$ cat config.mk
export PLATFORM = sky130hd
export DESIGN_NAME = major_state_seq_flat
export DESIGN_NICKNAME = d
export VERILOG_FILES = /design/src/logic/pdp8_pkg.sv /design/src/logic/major_cycle_if.sv /design/src/logic/major_state_seq.sv /design/src/flat_wrapper.sv
export SDC_FILE = /design/constraint.sdc
export NUM_CORES = 1
export LEC_CHECK = 0
export BUFFER_PORTS_ARGS = -buffer_cell sky130_fd_sc_hd__buf_2
export CORE_ASPECT_RATIO = 1.5
export CORE_MARGIN = 2
export CORE_UTILIZATION = 35
export CTS_CLUSTER_DIAMETER = 150
export CTS_CLUSTER_SIZE = 28
export DETAILED_ROUTE_END_ITERATION = 7
export PLACE_DENSITY = 0.54
export SYNTH_ARGS = -nofsm -noshare
export SYNTH_HDL_FRONTEND = slang
export SYNTH_SLANG_ARGS = --single-unit
$ cat constraint.sdc
create_clock -name clk -period 2.7 [get_ports clk]
set_clock_uncertainty 0.15 [all_clocks]
set_input_delay 0.54 -clock clk [delete_from_list [all_inputs] [get_ports clk]]
set_output_delay 0.54 -clock clk [all_outputs]
set_load 0.005 [all_outputs]
$ cat src/logic/pdp8_pkg.sv
package pdp8_pkg;

    // bit 0 is the msb throughout
    typedef logic [0:11] word_t;
    typedef logic [0:2]  field_t;
    typedef logic [0:4]  page_t;
    typedef logic [0:14] core_addr_t;   // field then 12-bit address

    // memory reference and i/o opcodes, instruction[0:2]
    localparam logic [0:2] AND = 3'o0;
    localparam logic [0:2] TAD = 3'o1;
    localparam logic [0:2] ISZ = 3'o2;
    localparam logic [0:2] DCA = 3'o3;
    localparam logic [0:2] JMS = 3'o4;
    localparam logic [0:2] JMP = 3'o5;
    localparam logic [0:2] IOT = 3'o6;
    localparam logic [0:2] OPR = 3'o7;

    localparam word_t HLT_WORD   = 12'o7402;
    localparam word_t INT_VECTOR = 12'o0000;   // pc is saved here on interrupt

    localparam int MEM_WORDS = 32768;

    typedef enum logic [4:0] {
        IDLE,
        F0,
        FW,
        F1,
        F2,
        F3,
        D0,
        DW,
        D1,
        D2,
        D3,
        E0,
        EW,
        E1,
        E2,
        E3,
        H0,
        HW,
        H1,
        H2,
        H3
    } major_state_t;

endpackage
$ cat src/logic/major_cycle_if.sv
`timescale 1ns/1ps

interface major_cycle_if;
    import pdp8_pkg::*;

    major_state_t state;        // current phase
    logic         int_in_prog;  // interrupt entry cycle
    word_t        instruction;
    word_t        ma;
    logic         isz_skip;

    modport seq (
        output state,
        output int_in_prog,
        input  instruction,
        input  ma,
        input  isz_skip
    );

    modport mem (
        input  state,
        input  int_in_prog,
        output instruction,
        output ma,
        output isz_skip
    );

endinterface

$ cat src/logic/major_state_seq.sv
`timescale 1ns/1ps

module major_state_seq (
    input  logic            clk,
    input  logic            reset,
    major_cycle_if.seq      cyc,
    input  logic            run,
    input  logic            int_request,
    input  logic            addr_load,
    input  logic            dep,
    input  logic            exam,
    output pdp8_pkg::word_t pc,
    output logic            running
);
    import pdp8_pkg::*;

    major_state_t state;
    major_state_t end_state;    // where an instruction goes when it ends
    logic         int_in_prog;
    logic         halted;
    logic [0:2]   opcode;
    logic         indirect;
    logic         is_halt;
    word_t        jmp_target;

    assign cyc.state       = state;
    assign cyc.int_in_prog = int_in_prog;

    assign opcode     = cyc.instruction[0:2];
    assign indirect   = cyc.instruction[3];
    assign is_halt    = (cyc.instruction == HLT_WORD);
    assign jmp_target = {cyc.instruction[4] ? pc[0:4] : 5'o00, cyc.instruction[5:11]};

    always_comb begin
        if (int_request) begin
            end_state = E0;
        end else if (run) begin
            end_state = F0;
        end else begin
            end_state = IDLE;
        end
    end

    always_ff @(posedge clk) begin
        if (reset) begin
            state       <= IDLE;
            pc          <= 12'o0000;
            running     <= 1'b0;
            int_in_prog <= 1'b0;
            halted      <= 1'b0;
        end else begin
            if (!run) begin
                halted <= 1'b0;     // HLT holds off restart until run drops
            end
            case (state)
                IDLE: begin
                    if (addr_load || dep || exam) begin
                        state <= H0;
                    end else if (run && !halted) begin
                        state   <= F0;
                        running <= 1'b1;
                    end
                end
                F0: state <= FW;
                FW: state <= F1;
                F1: state <= F2;
                F2: state <= F3;
                F3: begin
                    case (opcode)
                        AND, TAD, ISZ, DCA, JMS, JMP: begin
                            if (indirect) begin
                                pc    <= pc + 12'o0001;
                                state <= D0;
                            end else if (opcode == JMP) begin
                                pc          <= jmp_target;
                                state       <= end_state;
                                int_in_prog <= int_request;
                                running     <= (end_state != IDLE);
                            end else begin
                                pc    <= pc + 12'o0001;
                                state <= E0;
                            end
                        end
                        IOT, OPR: begin
                            pc <= pc + 12'o0001;
                            if (opcode == OPR && is_halt) begin
                                state   <= IDLE;
                                running <= 1'b0;
                                halted  <= 1'b1;
                            end else begin
                                state       <= end_state;
                                int_in_prog <= int_request;
                                running     <= (end_state != IDLE);
                            end
                        end
                    endcase
                end
                D0: state <= DW;
                DW: state <= D1;
                D1: state <= D2;
                D2: state <= D3;
                D3: begin
                    if (opcode == JMP) begin
                        pc          <= cyc.ma;
                        state       <= end_state;
                        int_in_prog <= int_request;
                        running     <= (end_state != IDLE);
                    end else begin
                        state <= E0;
                    end
                end
                E0: state <= EW;
                EW: state <= E1;
                E1: state <= E2;
                E2: state <= E3;
                E3: begin
                    if (opcode == JMS) begin
                        pc <= cyc.ma + 12'o0001;    // also the 0001 entry of an interrupt
                    end else if (opcode == ISZ && cyc.isz_skip) begin
                        pc <= pc + 12'o0001;
                    end
                    if (int_in_prog) begin
                        // no nested entry straight after the vector store
                        int_in_prog <= 1'b0;
                        state       <= run ? F0 : IDLE;
                        running     <= run;
                    end else begin
                        state       <= end_state;
                        int_in_prog <= int_request;
                        running     <= (end_state != IDLE);
                    end
                end
                H0: state <= HW;
                HW: state <= H1;
                H1: state <= H2;
                H2: state <= H3;
                H3: state <= IDLE;
                default: state <= IDLE;
            endcase
        end
    end

endmodule

$ cat src/flat_wrapper.sv
// flat-port wrapper written by rule: the top's interface ports become plain ports
module major_state_seq_flat import pdp8_pkg::*;
  (clk, reset, run, int_request, addr_load, dep, exam, pc, running, cyc_state, cyc_int_in_prog, cyc_instruction, cyc_ma, cyc_isz_skip);
  major_cycle_if cyc_i ();
  input  logic clk;
  input  logic reset;
  input  logic run;
  input  logic int_request;
  input  logic addr_load;
  input  logic dep;
  input  logic exam;
  output pdp8_pkg::word_t pc;
  output logic running;
  output wire logic [$bits(cyc_i.state)-1:0] cyc_state;
  output wire logic [$bits(cyc_i.int_in_prog)-1:0] cyc_int_in_prog;
  input wire logic [$bits(cyc_i.instruction)-1:0] cyc_instruction;
  input wire logic [$bits(cyc_i.ma)-1:0] cyc_ma;
  input wire logic [$bits(cyc_i.isz_skip)-1:0] cyc_isz_skip;
  assign cyc_state = cyc_i.state;
  assign cyc_int_in_prog = cyc_i.int_in_prog;
  assign cyc_i.instruction = cyc_instruction;
  assign cyc_i.ma = cyc_ma;
  assign cyc_i.isz_skip = cyc_isz_skip;
  major_state_seq u_core (.clk(clk), .reset(reset), .cyc(cyc_i), .run(run), .int_request(int_request), .addr_load(addr_load), .dep(dep), .exam(exam), .pc(pc), .running(running));
endmodule
==> flow_summary_export.csv, run 1 <==
group,metric,value,unit
synth,synthAdderAreaFrac,1.268,%
setup_path,r2r_end,"u_core.pc[10]",
setup_path,crit_fanout,14,
final_layout,post-route-util,44.49,%
synth,yosys_warnings,0,
power_and_ir_drop,irDropWorstVdd,0.2882,mV
floorplanning,ios,51,
setup_path,timing_worst_setup_path_type,"reg2reg",
power_and_ir_drop,power.net_switching,0.4229,mW
placement,pre_cts_slack,195.4,ps
setup_path,rr_worst_depth,7,
final_layout,finalInstanceArea,0.002425,mm²
synth,synth.lib_cells_used.distinct,62,
timing,setup_tns,0,ps
synth,syn_nets,311,
setup_path,cp.buffers_inverters,1,
setup_path,crit_family,"compound AO/OA/AOI/OAI gates",
setup_path,worst_setup_path_start_kind,"flop",
setup_path,timing.critical_path.from,"u_core.cyc.state[0]",
power_and_ir_drop,post_layout_power,1.086,mW
detailed_routing,final_antenna_net_count,0,
synth,avgSynthCellArea,7.123,µm²
final_layout,antenna-diode-count,0,
cts,cts_buf_count,3,
setup_path,crit_top_cell,"sky130_fd_sc_hd__a211oi_1",
placement,post-place-cells,399,
power_and_ir_drop,power_report.internal_total,0.6634,mW
synth,post_synth_most_frequent_cells,"sky130_fd_sc_hd__nor2_1, sky130_fd_sc_hd__a21oi_1, sky130_fd_sc_hd__dfxtp_1, sky130_fd_sc_hd__o21ai_0, sky130_fd_sc_hd__nand2_1",
cts,clkSlewWorstSetupHoldPaths,90,ps
timing,max_slew.worst_pin.slew,496.3,ps
power_and_ir_drop,switching_share,38.93,%
synth,synth-main-ff-cell,"sky130_fd_sc_hd__dfxtp_1",
detailed_routing,dr.pass1.iters,4,
setup_path,critical_path_depth,7,
worst_hold_path,class_of_the_tightest_hold_or_removal_check,"reg2reg",
setup_path,crit_path_max_incr_delay,470,ps
setup_path,worstReg2RegStart,"u_core.cyc.state[0]",
detailed_routing,drc,0,
final_layout,finalNetCount,368,
cts,ctsLongestPathBuffers,2,
synth,synth_cells,277,
cts,cts.hold.buffers_added,0,
synth,muxShareOfSynthArea,3.614,%
synth,cell_area_synth,0.001973,mm²
timing,layout_min_cycle_time,2397,ps
timing,setup_viol,0,
floorplanning,row_count,33,
cts,post_cts.repair.setup_buffers,0,
floorplanning,die_x,65.31,µm
cts,cts.root.buffer_cell,"sky130_fd_sc_hd__clkbuf_8",
cts,cts_tree,"built",
power_and_ir_drop,flop_pwr_share,34.2,%
global_routing,grt_usage,22.05,%
placement,postPlaceCellArea,0.002370,mm²
global_routing,number_of_antenna_violations_at_the_first_check_in_global_routing,0,
timing,max_slew_violation_count,0,
synth,yosys-top-cells-area,"sky130_fd_sc_hd__dfxtp_1, sky130_fd_sc_hd__nor2_1, sky130_fd_sc_hd__a21oi_1",
detailed_routing,drt-wirelength-per-cell,16.45,µm
synth,synthDominantCellAreaShare,20.29,%
detailed_routing,final_wirelength,6630,µm
detailed_routing,overall_via_count_from_detail_route,2359,
floorplanning,coreArea,0.005450,mm²
timing,final.period_utilization,88.77,%
power_and_ir_drop,power.combinational.fraction,43.1,%
floorplanning,die_height,95.96,µm
power_and_ir_drop,power.leakage,0.8910,nW
timing,hold_viol,0,
global_routing,grt_start_max_net_pins,23,
timing,hold_slack,360.7,ps
final_layout,stdcell_count,403,
placement,dp.final_hpwl,5348,µm
global_routing,grt-ovfl-total,0,
synth,synthSimpleGateAreaFrac,33.04,%
cts,cts_resized,0,
setup_path,endpoint_kind,"flop",
setup_path,crit_chain,"buf_4 > and4bb_1 > o21ba_2 > a2111oi_4 > nand2_4 > a211oi_1 > a211oi_1",
timing,max_slew_headroom,66.91,%
run,drv.max_cap_violation_count,0,
placement,gp_congestion,0.8956,
detailed_routing,viasPerCell,5.854,
power_and_ir_drop,clock_power_share,22.7,%
outcome,run_status,"completed",
synth,postSynthRegisterBits,20,
placement,portBuffers,50,
final_layout,flow.area_growth_from_synthesis,22.89,%
timing,timing.final.ws_setup,303.2,ps
setup_path,critical-path-slowest-cell,"sky130_fd_sc_hd__a2111oi_4",
synth,seq_area_frac_synth,20.29,%
timing,rsz_0062_raised_after_global_routing,"false",
synth,synth.largest_area_cell,"sky130_fd_sc_hd__dfxtp_1",
global_routing,grt_first_pass_wirelength,10590,µm
timing,clock.fmax,0.4172,GHz
cts,htree_levels,1,
cts,total_number_of_clock_tree_sinks,20,
cts,later_pin_clock_latency_in_the_skew_report,270,ps
floorplanning,design.die.area,0.006267,mm²
setup_path,worst_setup_path_endpoint,"u_core.pc[10]",
global_routing,first_global_vias,2321,
synth,combinational_family_with_the_most_area_after_synthesis,"simple AND/OR/NAND/NOR gates",
setup_path,arrival_time_of_the_worst_setup_path,2380,ps
floorplanning,initial_utilization,36.20,%
synth,synthMostInstantiatedCell,"sky130_fd_sc_hd__nor2_1",
detailed_routing,dr.first_iter.drc_count,146,
final_layout,layout-drive-gt1-share,25.53,%
power_and_ir_drop,cellPowerDensity,448.0,mW/mm²
synth,area_share_of_xor_xnor_cells_in_the_synthesized_design,5.327,%
setup_path,worst_ep_required_time,2690,ps
synth,synth_enable_flop_cells,0,
synth,asyncSetResetFlopFracSynth,0,%
setup_path,minimum_setup_slack_among_reg_to_reg_paths,300,ps
synth,synth_compound_gate_area_share,31.45,%
==> worst min-delay path: stages (launching register included) <==
cell and delay, ps:
sky130_fd_sc_hd__dfxtp_1 330, sky130_fd_sc_hd__inv_1 70, sky130_fd_sc_hd__a211oi_1 60
==> registers in the layout (all words and copies together) (netlist names) <==
| register | flops |
|---|---|
| u_core.running | 1 |
| u_core.cyc.state | 5 |
| u_core.cyc.int_in_prog | 1 |
| u_core.pc | 12 |
| u_core.halted | 1 |
==> worst min path at each step <==
| stage | startpoint | to | slack (ps) | cells past startpoint |
|---|---|---|---|---|
| CTS | u_core.pc[10] | u_core.pc[10] | 360 | 2 |
| global route | u_core.pc[10] | u_core.pc[10] | 410 | 2 |
| detailed placement | u_core.pc[10] | u_core.pc[10] | 350 | 2 |
| finish | u_core.pc[10] | u_core.pc[10] | 360 | 2 |
| global placement | u_core.pc[10] | u_core.pc[10] | 350 | 2 |
| floorplan | u_core.halted | u_core.halted | 330 | 2 |
==> power groups by stage <==
stage               combinational, mW  sequential [mW]  clock [mW]
floorplan                       0.302            0.367           0
global placement                0.465            0.377           0
detailed placement              0.464            0.377           0
CTS                             0.467            0.370       0.251
global route                    0.513            0.378       0.261
finish                          0.468            0.372       0.247
==> final cells by class <==
class / count / area, µm²
Multi-Input combinational cell: 234 / 1474
Clock buffer: 4 / 55.05
Timing Repair Buffer: 67 / 377.9
Sequential cell: 20 / 400.4
Fill cell: 618 / 3025
Tap cell: 70 / 87.58
Inverter: 8 / 30.03
==> layout by cell type, fill, tap and decap left out, types with 10 or more instances in the layout <==
cell,instances
sky130_fd_sc_hd__buf_2,50
sky130_fd_sc_hd__o21ai_0,19
sky130_fd_sc_hd__nand3_1,11
sky130_fd_sc_hd__dfxtp_1,20
sky130_fd_sc_hd__xnor2_1,10
sky130_fd_sc_hd__nand2_1,15
sky130_fd_sc_hd__nor3_1,13
sky130_fd_sc_hd__buf_4,17
sky130_fd_sc_hd__a21oi_1,23
sky130_fd_sc_hd__nor2_1,38
==> per-layer routing <==
| metal | part of all wire [%] | vias up | GRT usage (%) |
|---|---|---|---|
| li1 | - | 1154 | - |
| met1 | 40 | 1115 | 22.95 |
| met2 | 52 | 68 | 41.92 |
| met3 | 4.2 | 22 | 2.573 |
| met4 | 4.3 | 0 | 12.50 |
| met5 | 0 | - | 0 |
==> cell families (layout without fill, tap and decap cells) <==
logic type,after synthesis,in the layout
AOI/OAI and AO/OA,93,93
xor gates and xnor gates,12,12
adders and majority gates,2,2
buffers and inverters,23,79
DFF,20,20
muxes,7,7
and+or+nand+nor,120,120
No activity file was read; power rests on OpenSTA's default activity.
==> run 2, diff against run 1 <==
--- a/config.mk
+++ b/config.mk
@@ -6,13 +6,15 @@
 export NUM_CORES = 1
 export LEC_CHECK = 0
 export BUFFER_PORTS_ARGS = -buffer_cell sky130_fd_sc_hd__buf_2
+export CELL_PAD_IN_SITES_DETAIL_PLACEMENT = 1
+export CELL_PAD_IN_SITES_GLOBAL_PLACEMENT = 1
 export CORE_ASPECT_RATIO = 1.5
 export CORE_MARGIN = 2
 export CORE_UTILIZATION = 35
 export CTS_CLUSTER_DIAMETER = 150
 export CTS_CLUSTER_SIZE = 28
 export DETAILED_ROUTE_END_ITERATION = 7
-export PLACE_DENSITY = 0.54
+export PLACE_DENSITY = 0.72
 export SYNTH_ARGS = -nofsm -noshare
 export SYNTH_HDL_FRONTEND = slang
 export SYNTH_SLANG_ARGS = --single-unit
==> run 2 against run 1 <==
Effect of this change:
- power down 0.46%
- combinational power down 4.3%
- final cell count down 1.2%
- clock-buffer cell count unchanged
- critical path depth down 1
- maximum frequency up 0.14%
- highest routed layer unchanged
- clock power up 2%
- worst hold slack better by 33 ps
- final area down 1.5%
==> flow_summary_export.csv, run 2 (synthesis gave the netlist of run 1 again) <==
group,metric,value,unit
placement,dp.final_hpwl,5641,µm
placement,postPlaceCellArea,0.002332,mm²
timing,setup_viol,0,
worst_hold_path,worst_hold_path_startpoint,"u_core.cyc.state[4]",
run,drv.max_cap_violation_count,0,
setup_path,r2r_end,"u_core.pc[2]",
timing,clock.fmax,0.4178,GHz
worst_hold_path,class_of_the_tightest_hold_or_removal_check,"reg2reg",
setup_path,minimum_setup_slack_among_reg_to_reg_paths,310,ps
cts,cts_tree,"built",
setup_path,timing_worst_setup_path_type,"reg2reg",
timing,layout_min_cycle_time,2393,ps
setup_path,worst_ep_required_time,2720,ps
timing,max_slew_headroom,69.32,%
worst_hold_path,min_delay_worst_endpoint,"u_core.cyc.state[4]",
cts,cts_resized,0,
floorplanning,ios,51,
power_and_ir_drop,irDropWorstVdd,0.2863,mV
detailed_routing,final_antenna_net_count,0,
power_and_ir_drop,cellPowerDensity,452.9,mW/mm²
final_layout,largest_register_ff_count,12,
placement,portBuffers,50,
final_layout,finalInstanceArea,0.002387,mm²
global_routing,number_of_antenna_violations_at_the_first_check_in_global_routing,0,
detailed_routing,dr.pass1.iters,4,
setup_path,arrival_time_of_the_worst_setup_path,2420,ps
setup_path,crit_fanout,11,
global_routing,first_global_vias,2363,
final_layout,largest_register,"u_core.pc",
cts,cts.hold.buffers_added,0,
final_layout,layout-drive-gt1-share,24.39,%
cts,htree_levels,1,
global_routing,grt_usage,24.58,%
global_routing,grt_start_max_net_pins,23,
timing,max_slew_violation_count,0,
setup_path,rr_worst_depth,6,
detailed_routing,final_wirelength,7115,µm
floorplanning,initial_utilization,36.20,%
final_layout,layout.cells.most_common_list,"sky130_fd_sc_hd__buf_2, sky130_fd_sc_hd__nor2_1, sky130_fd_sc_hd__a21oi_1",
setup_path,worstReg2RegStart,"u_core.cyc.state[0]",
timing,final.period_utilization,88.65,%
cts,clkSlewWorstSetupHoldPaths,90,ps
floorplanning,row_count,33,
cts,ctsLongestPathBuffers,2,
setup_path,worst_setup_path_start_kind,"flop",
final_layout,largest_registers,"u_core.pc: 12 flops, u_core.cyc.state: 5 flops",
detailed_routing,drt-wirelength-per-cell,17.88,µm
setup_path,crit_chain,"xor2_1 > o21ba_2 > a2111oi_4 > buf_4 > nor2_1 > a311oi_1",
final_layout,final.fill_count,758,
cts,total_number_of_clock_tree_sinks,20,
final_layout,flow.area_growth_from_synthesis,20.99,%
cts,post_cts.repair.setup_buffers,0,
cts,cts_buf_count,3,
floorplanning,die_height,95.96,µm
floorplanning,die_x,65.31,µm
timing,rsz_0062_raised_after_global_routing,"false",
outcome,run_status,"completed",
cts,cts.root.buffer_cell,"sky130_fd_sc_hd__clkbuf_8",
detailed_routing,viasPerCell,5.827,
timing,hold_viol,0,
floorplanning,design.die.area,0.006267,mm²
final_layout,finalNetCount,363,
placement,gp_congestion,0.8682,
final_layout,seqCellArea,400.4,µm²
power_and_ir_drop,power.leakage,0.8651,nW
final_layout,multiInputGateArea,0.001474,mm²
global_routing,grt_first_pass_wirelength,11940,µm
worst_hold_path,hold-path-cell-count,2,
power_and_ir_drop,post_layout_power,1.081,mW
setup_path,crit_path_max_incr_delay,590,ps
timing,max_slew.worst_pin.slew,456.4,ps
final_layout,antenna-diode-count,0,
timing,setup_tns,0,ps
detailed_routing,drc,0,
detailed_routing,overall_via_count_from_detail_route,2319,
final_layout,commonest_non_fill_non_tap_cell_in_the_layout,"sky130_fd_sc_hd__buf_2",
detailed_routing,dr.first_iter.drc_count,105,
floorplanning,coreArea,0.005450,mm²
setup_path,critical-path-slowest-cell,"sky130_fd_sc_hd__dfxtp_1",
setup_path,endpoint_kind,"flop",
global_routing,grt-ovfl-total,0,
cts,later_pin_clock_latency_in_the_skew_report,270,ps
==> run 2: changes by cell type in the layout (fill, tap and decap cells not counted), sizes merged <==
| cell | delta |
|---|---|
| buf | -5 |
==> run 2: critical path: cells and delay by family (launching register included) <==
kind            cells  cell delay, ps
buf+inv             1             240
simple gates        1              50
compound gates      3            1050
xor+xnor            1             220
flops               1             590
==> run 2: layer usage <==
| metal | vias to the layer above | global-route usage, % | share of wire, % |
|---|---|---|---|
| li1 | 1139 | - | - |
| met1 | 1120 | 28.39 | 41 |
| met2 | 49 | 47.70 | 54 |
| met3 | 11 | 1.637 | 2.8 |
| met4 | 0 | 6.944 | 1.9 |
| met5 | - | 0 | 0 |
==> run 2: where the power goes <==
group | internal [mW] | switching (mW) | leakage [nW]
Combinational | 0.204 | 0.245 | 0.674
Sequential | 0.327 | 0.0545 | 0.162
Clock | 0.130 | 0.121 | 0.0288
Total | 0.661 | 0.421 | 0.865
==> run 2: layout make-up <==
class                      count  share of cell area (%)
multi-input combinational    234                   61.74
sequential                    20                   16.77
timing repair buffer          62                   14.26
tap                           70                   3.669
clock buffer                   4                   2.306
inverter                       8                   1.258
==> run 2: worst max-delay path by stage <==
| stage | from | end | slack [ps] | cells past startpoint |
|---|---|---|---|---|
| after global placement | cyc_instruction[4] | u_core.cyc.int_in_prog | 240 | 7 |
| final | u_core.cyc.state[0] | u_core.pc[2] | 310 | 6 |
| after global routing | u_core.cyc.state[0] | u_core.pc[2] | 90 | 6 |
| after CTS | u_core.cyc.state[0] | u_core.pc[2] | 300 | 6 |
| after detailed placement | cyc_instruction[4] | u_core.cyc.int_in_prog | 230 | 7 |
| after floorplan | cyc_instruction[4] | u_core.cyc.int_in_prog | 500 | 6 |
==> run 2: metrics by stage <==
stage | worst slack [ps] | cells | hold WS [ps] | utilization (%)
after floorplan | 498.3 | 277 | 334.7 | -
final | 306.5 | 398 | 393.4 | 43.80
after CTS | 304.5 | 398 | 393.3 | 43.80
after detailed placement | 231.9 | 394 | 379.4 | 42.79
after global routing | 89.66 | 398 | 420.3 | 43.80
after global placement | 241.3 | 394 | 361.1 | 42.79
