**config.mk**
```make
export PLATFORM = sky130hd
export DESIGN_NAME = mem_addr_unit_flat
export DESIGN_NICKNAME = d
export VERILOG_FILES = /design/src/logic/pdp8_pkg.sv /design/src/logic/major_cycle_if.sv /design/src/logic/mem_addr_unit.sv /design/src/flat_wrapper.sv
export SDC_FILE = /design/constraint.sdc
export NUM_CORES = 1
export LEC_CHECK = 0
export BUFFER_PORTS_ARGS = -buffer_cell sky130_fd_sc_hd__buf_2
export CORE_ASPECT_RATIO = 0.9
export CORE_MARGIN = 4
export CORE_UTILIZATION = 40
export DETAILED_ROUTE_END_ITERATION = 10
export GPL_TIMING_DRIVEN = 1
export PLACE_DENSITY = 0.66
export SETUP_SLACK_MARGIN = 0.02
export SYNTH_ARGS = -nofsm -noshare
export SYNTH_HDL_FRONTEND = slang
export SYNTH_SLANG_ARGS = --single-unit
```
**constraint.sdc**
```tcl
create_clock -name clk -period 6.1 [get_ports clk]
set_input_delay 0.305 -clock clk [delete_from_list [all_inputs] [get_ports clk]]
set_output_delay 0.305 -clock clk [all_outputs]
set_load 0.05 [all_outputs]
```
**src/logic/pdp8_pkg.sv**
```systemverilog
package pdp8_pkg;

    // bit 0 is the msb throughout
    typedef logic [0:11] word_t;
    typedef logic [0:2]  field_t;
    typedef logic [0:4]  page_t;
    typedef logic [0:14] core_addr_t;   // field then 12-bit address

    // memory reference and i/o opcodes, instruction[0:2]
    localparam logic [0:2] AND = 3'o0;
    localparam logic [0:2] TAD = 3'o1;
    localparam logic [0:2] ISZ = 3'o2;
    localparam logic [0:2] DCA = 3'o3;
    localparam logic [0:2] JMS = 3'o4;
    localparam logic [0:2] JMP = 3'o5;
    localparam logic [0:2] IOT = 3'o6;
    localparam logic [0:2] OPR = 3'o7;

    localparam word_t HLT_WORD   = 12'o7402;
    localparam word_t INT_VECTOR = 12'o0000;   // pc is saved here on interrupt

    localparam int MEM_WORDS = 32768;

    typedef enum logic [4:0] {
        IDLE,
        F0,
        FW,
        F1,
        F2,
        F3,
        D0,
        DW,
        D1,
        D2,
        D3,
        E0,
        EW,
        E1,
        E2,
        E3,
        H0,
        HW,
        H1,
        H2,
        H3
    } major_state_t;

endpackage
```
**src/logic/major_cycle_if.sv**
```systemverilog
`timescale 1ns/1ps

interface major_cycle_if;
    import pdp8_pkg::*;

    major_state_t state;        // current phase
    logic         int_in_prog;  // interrupt entry cycle
    word_t        instruction;
    word_t        ma;
    logic         isz_skip;

    modport seq (
        output state,
        output int_in_prog,
        input  instruction,
        input  ma,
        input  isz_skip
    );

    modport mem (
        input  state,
        input  int_in_prog,
        output instruction,
        output ma,
        output isz_skip
    );

endinterface

```
**src/logic/mem_addr_unit.sv**
```systemverilog
`timescale 1ns/1ps

module mem_addr_unit (
    input  logic                 clk,
    input  logic                 reset,
    major_cycle_if.mem           cyc,
    input  pdp8_pkg::word_t      ac,
    input  pdp8_pkg::word_t      sr,
    input  pdp8_pkg::word_t      pc,
    input  pdp8_pkg::field_t     if_field,
    input  pdp8_pkg::field_t     df_field,
    input  logic                 addr_load,
    input  logic                 dep,
    output pdp8_pkg::word_t      mdout,
    output pdp8_pkg::field_t     ema,
    output pdp8_pkg::core_addr_t core_addr,
    output pdp8_pkg::word_t      ram_din,
    output logic                 ram_we,
    input  pdp8_pkg::word_t      ram_dout
);
    import pdp8_pkg::*;

    word_t      instruction;
    word_t      ma;
    word_t      mdin;
    word_t      addr;
    page_t      current_page;
    logic       isz_skip;
    logic       write_en;
    logic       load_q;         // panel strobes held for the H cycle
    logic       dep_q;
    logic [0:2] opcode;
    logic       data_ref;
    logic       auto_index;

    assign cyc.instruction = instruction;
    assign cyc.ma          = ma;
    assign cyc.isz_skip    = isz_skip;

    assign opcode     = instruction[0:2];
    assign data_ref   = instruction[3] && (opcode inside {AND, TAD, ISZ, DCA});
    assign auto_index = (ma[0:8] == 9'o001);    // 0010 to 0017

    always_comb begin
        addr = ma;
        ema  = if_field;
        case (cyc.state)
            F0, FW, F1, F2, F3: addr = pc;
            E0, EW, E1, E2, E3: begin
                if (data_ref) begin
                    ema = df_field;     // operand of an indirect reference
                end
            end
            default: ;
        endcase
    end

    assign core_addr = {ema, addr};
    assign ram_din   = mdin;
    assign ram_we    = write_en;

    always_ff @(posedge clk) begin
        if (reset) begin
            ma           <= 12'o0000;
            instruction  <= 12'o7000;
            isz_skip     <= 1'b0;
            write_en     <= 1'b0;
            current_page <= '0;
            load_q       <= 1'b0;
            dep_q        <= 1'b0;
        end else begin
            write_en <= 1'b0;
            case (cyc.state)
                IDLE: begin
                    load_q <= addr_load;
                    dep_q  <= dep;
                end
                FW: begin
                    mdout       <= ram_dout;
                    instruction <= ram_dout;
                end
                F2: current_page <= pc[0:4];
                F3: begin
                    case (opcode)
                        IOT, OPR: ma <= pc;
                        default: begin
                            if (instruction[4]) begin
                                ma <= {current_page, instruction[5:11]};
                            end else begin
                                ma <= {5'o00, instruction[5:11]};  // page zero
                            end
                        end
                    endcase
                end
                DW: mdout <= ram_dout;
                D1: begin
                    if (auto_index) begin
                        mdin     <= mdout + 12'o0001;
                        write_en <= 1'b1;
                    end
                end
                D2: begin
                    if (auto_index) begin
                        ma <= mdout + 12'o0001;  // pointer is used after the increment
                    end else begin
                        ma <= mdout;
                    end
                end
                E0: begin
                    if (cyc.int_in_prog) begin
                        instruction <= {JMS, 9'o000};
                        ma          <= INT_VECTOR;
                    end
                end
                EW: mdout <= ram_dout;
                E1: begin
                    case (opcode)
                        ISZ: begin
                            mdin     <= mdout + 12'o0001;
                            write_en <= 1'b1;
                            if (mdout == 12'o7777) begin
                                isz_skip <= 1'b1;
                            end
                        end
                        JMS: begin
                            mdin     <= pc;     // return address
                            write_en <= 1'b1;
                        end
                        DCA: begin
                            mdin     <= ac;
                            write_en <= 1'b1;
                        end
                        default: ;
                    endcase
                end
                E3: isz_skip <= 1'b0;
                HW: mdout <= ram_dout;
                H1: begin
                    if (load_q) begin
                        ma <= sr;
                    end else if (dep_q) begin
                        mdin     <= sr;
                        write_en <= 1'b1;
                    end
                end
                H2: begin
                    if (!load_q) begin
                        ma <= ma + 12'o0001;  // deposit or examine steps on
                    end
                end
                default: ;
            endcase
        end
    end

endmodule

```
**src/flat_wrapper.sv**
```systemverilog
// flat-port wrapper written by rule: the top's interface ports become plain ports
module mem_addr_unit_flat import pdp8_pkg::*;
  (clk, reset, ac, sr, pc, if_field, df_field, addr_load, dep, mdout, ema, core_addr, ram_din, ram_we, ram_dout, cyc_state, cyc_int_in_prog, cyc_instruction, cyc_ma, cyc_isz_skip);
  major_cycle_if cyc_i ();
  input  logic clk;
  input  logic reset;
  input  pdp8_pkg::word_t ac;
  input  pdp8_pkg::word_t sr;
  input  pdp8_pkg::word_t pc;
  input  pdp8_pkg::field_t if_field;
  input  pdp8_pkg::field_t df_field;
  input  logic addr_load;
  input  logic dep;
  output pdp8_pkg::word_t mdout;
  output pdp8_pkg::field_t ema;
  output pdp8_pkg::core_addr_t core_addr;
  output pdp8_pkg::word_t ram_din;
  output logic ram_we;
  input  pdp8_pkg::word_t ram_dout;
  input wire logic [$bits(cyc_i.state)-1:0] cyc_state;
  input wire logic [$bits(cyc_i.int_in_prog)-1:0] cyc_int_in_prog;
  output wire logic [$bits(cyc_i.instruction)-1:0] cyc_instruction;
  output wire logic [$bits(cyc_i.ma)-1:0] cyc_ma;
  output wire logic [$bits(cyc_i.isz_skip)-1:0] cyc_isz_skip;
  assign cyc_i.state = cyc_state;
  assign cyc_i.int_in_prog = cyc_int_in_prog;
  assign cyc_instruction = cyc_i.instruction;
  assign cyc_ma = cyc_i.ma;
  assign cyc_isz_skip = cyc_i.isz_skip;
  mem_addr_unit u_core (.clk(clk), .reset(reset), .cyc(cyc_i), .ac(ac), .sr(sr), .pc(pc), .if_field(if_field), .df_field(df_field), .addr_load(addr_load), .dep(dep), .mdout(mdout), .ema(ema), .core_addr(core_addr), .ram_din(ram_din), .ram_we(ram_we), .ram_dout(ram_dout));
endmodule
```
==> summary.md, run 1 <==
| Metric | Value |
|---|---|
| Number of flops mapped to enable cells by yosys | `24` |
| Static Leak | `0.00195 µW` |
| Worst setup path startpoint | `u_core.cyc.instruction[10]` |
| CTS Buffer Depth | `2` |
| Overall global routing resource usage | `23.6%` |
| RSZ-0062 raised after global routing | `false` |
| H-tree depth | `3` |
| Crit path max fanout | `14` |
| Total clock buffers created by CTS | `9` |
| # setup viols final | `0` |
| Distinct cells, synth | `65` |
| Initial Util | `41.6%` |
| Final Hold Fails | `0` |
| PortBufs | `131` |
| Pwr/cell area | `211 mW/mm²` |
| Layout fillers | `902` |
| CP Class | `register to register` |
| Final net count | `601` |
| Int Power | `662 µW` |
| P_sw | `324 µW` |
| Vias per Instance | `6.02` |
| Switching share of power | `32.9%` |
| Arr. time, crit path | `2.51 ns` |
| Final TNS setup | `0 ns` |
| Min Tclk post-route | `2.44 ns` |
| Largest net degree at the start of global routing | `35` |
| Relative slew margins | `33.6%` |
| Vias in the first global route | `3655` |
| TritonRoute pass-1 iters | `5` |
| Synthesized area | `0.00383 mm²` |
| Commonest non-fill, non-tap cell in the layout | `buf_2` |
| Initial antenna violation count | `0` |
| Status | `finished clean` |
| Multi-input logic area | `0.00225 mm²` |
| Die X | `111 µm` |
| Asr flop ratio synth | `0%` |
| Worst R2R End | `u_core.ram_din[6]` |
| Seq/Total Area, Yosys | `36.1%` |
| R2R Setup Slk | `3.66 ns` |
| R2r startpoint | `u_core.cyc.instruction[10]` |
| Setup Buffers After CTS | `0` |
| Top_reg_cell synth | `dfxtp_1` |
| Register area | `0.00138 mm²` |
| DR iter-0 viols | `334` |
| DR WL/cell | `20.3 µm` |
| Fin. max-slew vios | `0` |
| Standard-cell rows | `33` |
| Synth Instances | `421` |
| Total of max-cap violations | `0` |
| Syn Nets | `487` |
| Layout overhead on the synthesized area | `22.4%` |
| Post-cts hold buffer count | `0` |
| CP Launch Type | `register` |
| Diodes inserted | `0` |
| Final WL | `13500 µm` |
| Reg power frac | `42.9%` |
| Routed via count | `3987` |
| Final core occ | `50.9%` |
| Max Fclk | `410 MHz` |
| Gpl congestion | `0.955` |
| Root Driver | `clkbuf_8` |
| Yosys warnings | `0` |
| GRT overflow | `0` |
| Clk slew on worst S/H paths | `0.07 ns` |
| Final period util | `40.0%` |
| Post-route ant nets | `0` |
| IO Count | `132` |
| Commonest cells after routing, fill and taps aside | `buf_2, nand2_1, dfxtp_1, nor2_1` |
| Comb pwr share | `19.9%` |
| Peak supply drop | `0.160 mV` |
| Average cell area after synthesis | `9.09 µm²` |
| Sink Count | `57` |
| DRC | `0` |
| CP endpoint | `u_core.ram_din[6]` |
| Worst slew pin tran | `0.982 ns` |
| First-pass GRT wire length | `20500 µm` |
| Die Y | `101 µm` |
| Worst Clk Skew | `0.00745 ns` |
| Die Area | `0.0112 mm²` |
| Worst min-delay path category | `input port to register` |
| PostCTS Resize Cnt | `0` |
| Critical Path RT | `6.17 ns` |
| Proportion of layout cells with a drive suffix above 1 | `32.8%` |
| DP Wirelength | `10500 µm` |
| CORE AREA | `0.00921 mm²` |
| CTS tree | `yes` |
| Clock Latency Late Sink | `0.34 ns` |
| Clock share of power | `37.1%` |
| Crit end category | `register` |
| Synth Register Bits | `57` |
| R2R depth | `6` |
## sequential cells by signal, summed over array words and instances, names as in the netlist
| signal | count |
|---|---|
| u_core.cyc.isz_skip | 1 |
| u_core.dep_q | 1 |
| u_core.mdout | 12 |
| u_core.current_page | 5 |
| u_core.ram_we | 1 |
| u_core.ram_din | 12 |
| u_core.load_q | 1 |
| u_core.cyc.ma | 12 |
| u_core.cyc.instruction | 12 |
## layout make-up
class                      count  share of cell area (%)
clock buffer                   9                    2.64
clock inverter                 7                    1.68
inverter                       3                   0.240
sequential                    57                    29.5
timing repair buffer         135                    14.6
multi-input combinational    329                    48.0
tap                          122                    3.26
## worst min-delay path by stage
stage	start	end	slack, ns	cells past startpoint
2_1_floorplan	ram_dout[0]	u_core.mdout[0]	0.40	0
3_3_place_gp	u_core.dep_q	u_core.dep_q	0.44	2
3_5_place_dp	u_core.dep_q	u_core.dep_q	0.45	2
4_1_cts	ram_dout[2]	u_core.mdout[2]	0.14	1
5_1_grt	ram_dout[2]	u_core.mdout[2]	0.14	1
6_report	ram_dout[1]	u_core.mdout[1]	0.16	1
## cell usage after synthesis (all sizes together) (13+ instances only)
cell type	number	share of area (%)
nor2	32	3.2
mux2	14	4.1
edfxtp	24	19
clkbuf	13	1.3
nand3	20	2.6
xor2	20	4.6
buf	19	3.5
nand2	37	3.7
dfxtp	33	17
a22oi	19	3.7
a21oi	24	3.1
## power groups by stage
stage	sequential, µW	combinational, µW	clock (µW)
global route	425	209	388
floorplan	455	109	0
global placement	431	194	0
CTS	423	195	371
finish	423	197	366
detailed placement	431	195	0
## worst max-delay path, stage by stage (launching register included)
cell	delay, ns
dfxtp_1	0.42
nor2b_1	0.36
and2_0	0.62
or2_2	0.30
nor2_1	0.06
a221oi_1	0.23
o221ai_1	0.17
## cells by family (layout without fill, tap and decap cells)
family	count (synthesis)	in the layout	share of synthesized area, %
flip-flops	57	57	36.1
AO/OA/AOI/OAI	114	114	22.4
AND/OR/NAND/NOR	159	159	22.1
adder cells (fa/ha/maj)	2	2	0.654
multiplexers	25	25	7.00
XOR/XNOR	29	29	6.64
buffers and inverters	35	154	5.13
## stage by stage
| stage | power [µW] | instance area (µm²) | hold WS, ns | setup WS (ns) | cells |
|---|---|---|---|---|---|
| after global placement | 625 | 4480 | 0.442 | 3.53 | 646 |
| after CTS | 989 | 4680 | 0.141 | 3.71 | 662 |
| final | 986 | 4680 | 0.159 | 3.66 | 662 |
| after floorplan | 565 | 3830 | 0.404 | 3.13 | 421 |
| after global routing | 1020 | 4680 | 0.141 | 3.46 | 662 |
| after detailed placement | 626 | 4480 | 0.453 | 3.41 | 646 |
## metal layers
| metal | vias up | wire (µm) | GRT usage [%] |
|---|---|---|---|
| met1 | 1889 | 6270 | 34.7 |
| met3 | 32 | 1170 | 5.16 |
| met5 | - | 0 | 0 |
| met2 | 233 | 5640 | 34.1 |
| met4 | 0 | 376 | 8.70 |
| li1 | 1833 | - | - |
No activity file was read; power rests on OpenSTA's default activity.
==> inputs of run 2 (changes only) <==
ABC_AREA = 1   (was unset)
clock period = 2.3 ns   (was 6.1 ns; I/O delays follow)
==> run 2 against run 1 <==
Sequential power grew to 2.6 times the previous value. Non-clock buffer count up 21. Combinational power rose to 3.1 times the previous value. Register-to-register slack worse by 3.3 ns. Worst hold slack worse by 0.12 ns. Clock power grew to 2.7 times the previous value. Design area is 8.7% higher. Clock skew about the same. Wire length up 10%.
==> summary.md, run 2 <==
| Metric | Value |
|---|---|
| Peak supply drop | `0.256 mV` |
| Routed via count | `4769` |
| Clock share of power | `36.4%` |
| Switching share of power | `33.3%` |
| Slowest Stage Delay on Critical Path | `0.50 ns` |
| Worst Clk Skew | `0.00725 ns` |
| PortBufs | `131` |
| CP Launch Type | `register` |
| Final period util | `83.2%` |
| Distinct cells, synth | `39` |
| Int Power | `1820 µW` |
| Most frequent cell after synthesis | `nand2_1` |
| Min Tclk post-route | `1.91 ns` |
| RSZ-0062 raised after global routing | `false` |
| TritonRoute pass-1 iters | `6` |
| Relative slew margins | `60.4%` |
| Dpl cell area | `0.00477 mm²` |
| Arr. time, crit path | `2.19 ns` |
| Most used cell, CP | `nand2_1` |
| Synth Instances | `615` |
| P_sw | `905 µW` |
| Proportion of layout cells with a drive suffix above 1 | `24.9%` |
| Asr flop ratio synth | `0%` |
| Fin. max-slew vios | `0` |
| CP Cell Sequence | `ha_1, nand2_1, inv_1, nand2_1, inv_1, or2_2, nand2_1, nand2_1, nand2_1, nand2_1, a21oi_1` |
| Die Y | `103 µm` |
| Commonest non-fill, non-tap cell in the layout | `nand2_1` |
| Yosys warnings | `0` |
| Final TNS setup | `0 ns` |
| Root Driver | `clkbuf_8` |
| Most frequent cells after synthesis | `nand2_1, nor2_1, inv_1` |
| Clock Latency Late Sink | `0.35 ns` |
| Largest net degree at the start of global routing | `26` |
| Final Hold Fails | `0` |
| H-tree depth | `3` |
| DP Wirelength | `11600 µm` |
| DR WL/cell | `16.7 µm` |
| Portion of netlist area occupied by mux cells | `0.845%` |
| Synth Area in XOR/XNOR | `0.438%` |
| Vias per Instance | `5.36` |
| Crit path max fanout | `6` |
| # setup viols final | `0` |
| Final net count | `824` |
| Layout overhead on the synthesized area | `27.3%` |
| Layout fillers | `1001` |
| Final instance area | `0.00509 mm²` |
| Commonest cells after routing, fill and taps aside | `nand2_1, buf_2, nor2_1, inv_1, o21ai_0` |
| CP top delay family | `simple AND/OR/NAND/NOR gates` |
| Final WL | `14900 µm` |
| Critical Path RT | `2.58 ns` |
| Die X | `113 µm` |
| Sink Count | `57` |
| Syn Nets | `681` |
| Total clock buffers created by CTS | `9` |
| Status | `finished clean` |
| Initial antenna violation count | `0` |
| Compound-Gate Fraction of Synth Area | `17.4%` |
| Synth Register Bits | `57` |
| Average cell area after synthesis | `6.50 µm²` |
| CORE AREA | `0.00970 mm²` |
| DR iter-0 viols | `540` |
| Standard-cell rows | `34` |
| GRT overflow | `0` |
| Post-Synth Adder-Cell Area | `0.626%` |
| Simple-Gate Fraction of Synth Area | `35.7%` |
| CTS tree | `yes` |
| Static Leak | `0.00235 µW` |
| Crit end category | `register` |
| Vias in the first global route | `4450` |
| Pwr/cell area | `535 mW/mm²` |
| Top_reg_cell synth | `dfxtp_1` |
| First-pass GRT wire length | `22900 µm` |
| Overall global routing resource usage | `25.5%` |
| Final hold slack | `0.0377 ns` |
| Largest family of logic cells by synthesized area | `simple AND/OR/NAND/NOR gates` |
| IO Count | `132` |
| Die Area | `0.0117 mm²` |
| Max Fclk | `523 MHz` |
| DRC | `0` |
| Top post-synthesis cells by area | `edfxtp_1, nand2_1, dfxtp_1, o21ai_0, nor2_1` |
| Synthesized area | `0.00400 mm²` |
| Total of max-cap violations | `0` |
| Reg power frac | `41.0%` |
| Gpl congestion | `0.985` |
| Worst slew pin tran | `0.595 ns` |
| Area leader, netlist | `edfxtp_1` |
| WP buf/inv | `2` |
| Area share of the largest cell type after synthesis | `18.0%` |
| Post-route ant nets | `0` |
| Slowest stage cell, crit path | `edfxtp_1` |
| CTS Buffer Depth | `2` |
| Comb pwr share | `22.6%` |
| CP Class | `register to register` |
| Worst min-delay path category | `input port to register` |
| Initial Util | `41.2%` |
| Number of flops mapped to enable cells by yosys | `24` |
| Clk slew on worst S/H paths | `0.07 ns` |
| Diodes inserted | `0` |
| Seq/Total Area, Yosys | `34.6%` |
-- run 2: metal layers --
metal	vias to the layer above	track usage, %	share of wire (%)
met5	-	0	0
met2	274	39.7	44
li1	2306	-	-
met1	2149	33.3	41
met4	0	11.1	3.3
met3	40	7.28	11
-- run 2: logic make-up (layout without fill, tap and decap cells) --
| family | count (synthesis) | count (layout) |
|---|---|---|
| muxes | 3 | 3 |
| AOI/OAI and AO/OA | 126 | 126 |
| and+or+nand+nor | 328 | 328 |
| adders and majority gates | 2 | 2 |
| DFF | 57 | 57 |
| xor gates and xnor gates | 2 | 2 |
| buffers and inverters | 97 | 245 |
-- run 2: through the flow --
| stage | instances | setup slack, ns | util (%) | power [µW] |
|---|---|---|---|---|
| after floorplan | 615 | 0.0944 | - | 1540 |
| after global placement | 861 | 0.468 | 49.2 | 1730 |
| after detailed placement | 861 | 0.411 | 49.2 | 1730 |
| after CTS | 889 | 0.417 | 52.5 | 2720 |
| after global routing | 889 | 0.236 | 52.5 | 2830 |
| final | 889 | 0.387 | 52.5 | 2720 |
-- run 2: tightest hold or removal path: stages --
cell,delay (ns)
buf_2,0.10
nand3_1,0.07
a21oi_1,0.06
-- run 2: final cells by class --
type	instances	area (µm²)	share of cell area [%]
clock buffers	13	159	3.12
clock inverters	3	40.0	0.787
inverters	73	274	5.38
multi-input cells	461	2200	43.3
flip-flops and latches	57	1380	27.1
well taps	126	158	3.10
repair buffers	156	873	17.2
-- run 2: path summary, 6_finish.rpt --
check,start,end,slack [ns],depth (start not counted)
worst max-delay path,u_core.mdout[0],u_core.cyc.ma[6],0.39,11
worst min-delay path,dep,u_core.dep_q,0.04,3
worst max register to register,u_core.mdout[0],u_core.cyc.ma[6],0.39,11
worst min register to register,u_core.cyc.isz_skip,u_core.cyc.isz_skip,0.46,2
-- run 2: what timing repair did --
action,CTS,global route
gates resized for setup,0,0
hold buffers,12,0
endpoints found under the hold margin,12,0
endpoints found under the setup margin,0,0
setup buffers,0,0
-- run 2: power groups by stage --
stage	Clock, µW	Combinational (µW)	Sequential, µW
after floorplan	0	325	1220
after global placement	0	592	1140
after detailed placement	0	594	1140
after CTS	997	611	1110
after global routing	1050	666	1120
final	991	616	1120
==> inputs of run 3 (changes only) <==
PLACE_DENSITY = 0.68   (was 0.66)
clock period = 1.72 ns   (was 2.3 ns; I/O delays follow)
==> run 3 against run 2 <==
Clock skew rose by 0.00052 ns. Design area up 8.8%. Sequential share of layout area down 1.6 points. Highest routed layer unchanged. Combinational power increased by 49%. Sequential cell count stayed put. Wire length increased by 4.3%. Worst hold slack lost 0.013 ns. Global-route usage increased by 1.2 points. Total power grew 34%. Count of clock-buffer cells in the layout fell by 2. First-iteration DRC count down 33%. Register-to-register slack worse by 0.34 ns.
==> summary.md, run 3 (synthesis results as in run 2) <==
| Metric | Value |
|---|---|
| Commonest cells after routing, fill and taps aside | `nand2_1, buf_2, nor2_1, inv_1, a21oi_1` |
| Total of max-cap violations | `0` |
| DRC | `0` |
| Gpl congestion | `0.989` |
| Sink Count | `57` |
| Cells after DPL | `884` |
| Most used cell, CP | `nand2_1` |
| DP Worst Slack | `0.00854 ns` |
| GRT overflow | `0` |
| CTS tree | `yes` |
| Peak supply drop | `0.496 mV` |
| CP Cell Sequence | `nand2_4, nor2_4, buf_4, nand3_2, nand2_1, nand2_1, o211ai_1, nand3_1` |
| Initial antenna violation count | `0` |
| Worst slew pin tran | `0.508 ns` |
| CP Launch Type | `register` |
| Final TNS setup | `0 ns` |
| TritonRoute pass-1 iters | `5` |
| Final hold slack | `0.0249 ns` |
| Final instance area | `0.00554 mm²` |
| Layout overhead on the synthesized area | `38.5%` |
| RSZ-0062 raised after global routing | `true` |
| DP Wirelength | `12400 µm` |
| Fin cells | `919` |
| Post-route ant nets | `0` |
| Min Tclk post-route | `1.67 ns` |
| Relative slew margins | `66.2%` |
| CORE AREA | `0.00970 mm²` |
| Clk slew on worst S/H paths | `0.07 ns` |
| First-pass GRT wire length | `24100 µm` |
| Vias in the first global route | `4639` |
| IO Count | `132` |
| Fin. max-slew vios | `0` |
| Vias per Instance | `5.29` |
| Die Area | `0.0117 mm²` |
| Final net count | `854` |
| Proportion of layout cells with a drive suffix above 1 | `33.2%` |
| Crit end category | `register` |
| Clock Latency Late Sink | `0.34 ns` |
| Final worst slack | `0.0510 ns` |
| Slowest Stage Delay on Critical Path | `0.44 ns` |
| Critical Path RT | `1.81 ns` |
| CP Class | `register to register` |
| Final Hold Fails | `0` |
| Total clock buffers created by CTS | `9` |
| Final period util | `97.0%` |
| Worst min-delay path category | `input port to register` |
| Max Fclk | `599 MHz` |
| Initial Util | `41.2%` |
| Crit path max fanout | `8` |
| Root Driver | `clkbuf_8` |
| DR iter-0 viols | `360` |
| Static Leak | `0.00253 µW` |
| Worst Clk Skew | `0.00777 ns` |
| Die Y | `103 µm` |
| Final WL | `15500 µm` |
| Slowest stage cell, crit path | `edfxtp_1` |
| Status | `finished clean` |
| Overall global routing resource usage | `26.7%` |
| Standard-cell rows | `34` |
| R2R depth | `8` |
| CTS Buffer Depth | `2` |
| Arr. time, crit path | `1.75 ns` |
| # setup viols final | `0` |
| PortBufs | `131` |
| Commonest non-fill, non-tap cell in the layout | `nand2_1` |
| Routed via count | `4862` |
| Dpl cell area | `0.00511 mm²` |
| Pwr/cell area | `657 mW/mm²` |
| Die X | `113 µm` |
| H-tree depth | `3` |
| Hold Path Depth | `3` |
| DR WL/cell | `16.9 µm` |
| Diodes inserted | `0` |
| Largest net degree at the start of global routing | `25` |
==> run 3: through the flow <==
stage	total power [µW]	util, %
floorplan	2080	-
global placement	2370	52.7
detailed placement	2380	52.7
CTS	3640	56.1
global route	3800	57.1
finish	3630	57.1
==> run 3: path summary, 6_finish.rpt <==
path,start,endpoint,slack (ns)
setup / recovery,u_core.mdout[4],u_core.ram_din[8],0.05
hold / removal,dep,u_core.dep_q,0.02
setup reg to reg,u_core.mdout[4],u_core.ram_din[8],0.05
hold reg to reg,u_core.cyc.instruction[5],u_core.cyc.instruction[5],0.48
==> run 3: power by group <==
part / leakage [µW] / switching (µW) / total [µW] / internal (µW)
Combinational: 0.00194 / 628 / 918 / 289
Clock: 0.0000933 / 571 / 1240 / 667
Sequential: 0.000490 / 33.1 / 1480 / 1440
Total: 0.00253 / 1230 / 3630 / 2400
==> run 3: critical path, delay by kind of cell, from the launching register on <==
family / cells / cell delay (ns)
AOI/OAI and AO/OA: 1 / 0.17
buffers and inverters: 1 / 0.16
DFF: 1 / 0.44
and+or+nand+nor: 6 / 0.65
==> run 3: what timing repair did <==
action | CTS | global route
hold buffers | 12 | 0
hold endpoints to repair | 17 | 0
gates cloned | 0 | 0
endpoints found under the setup margin | 11 | 38
setup buffers | 2 | 5
pin swaps | 0 | 9
gates resized for setup | 1 | 21
==> run 3: cell type report <==
class	count	area [µm²]
fill	986	4160
multi-input combinational	461	2340
sequential	57	1410
timing repair buffer	186	1160
inverter	73	277
tap	126	158
clock buffer	11	131
clock inverter	5	56.3
==> run 3: layer usage <==
metal | track usage [%] | share of wire (%) | vias to the layer above
met5 | 0 | 0 | -
met4 | 6.56 | 1.9 | 0
met3 | 4.40 | 8.6 | 23
met2 | 44.4 | 45 | 221
met1 | 36.5 | 44 | 2257
li1 | - | - | 2361
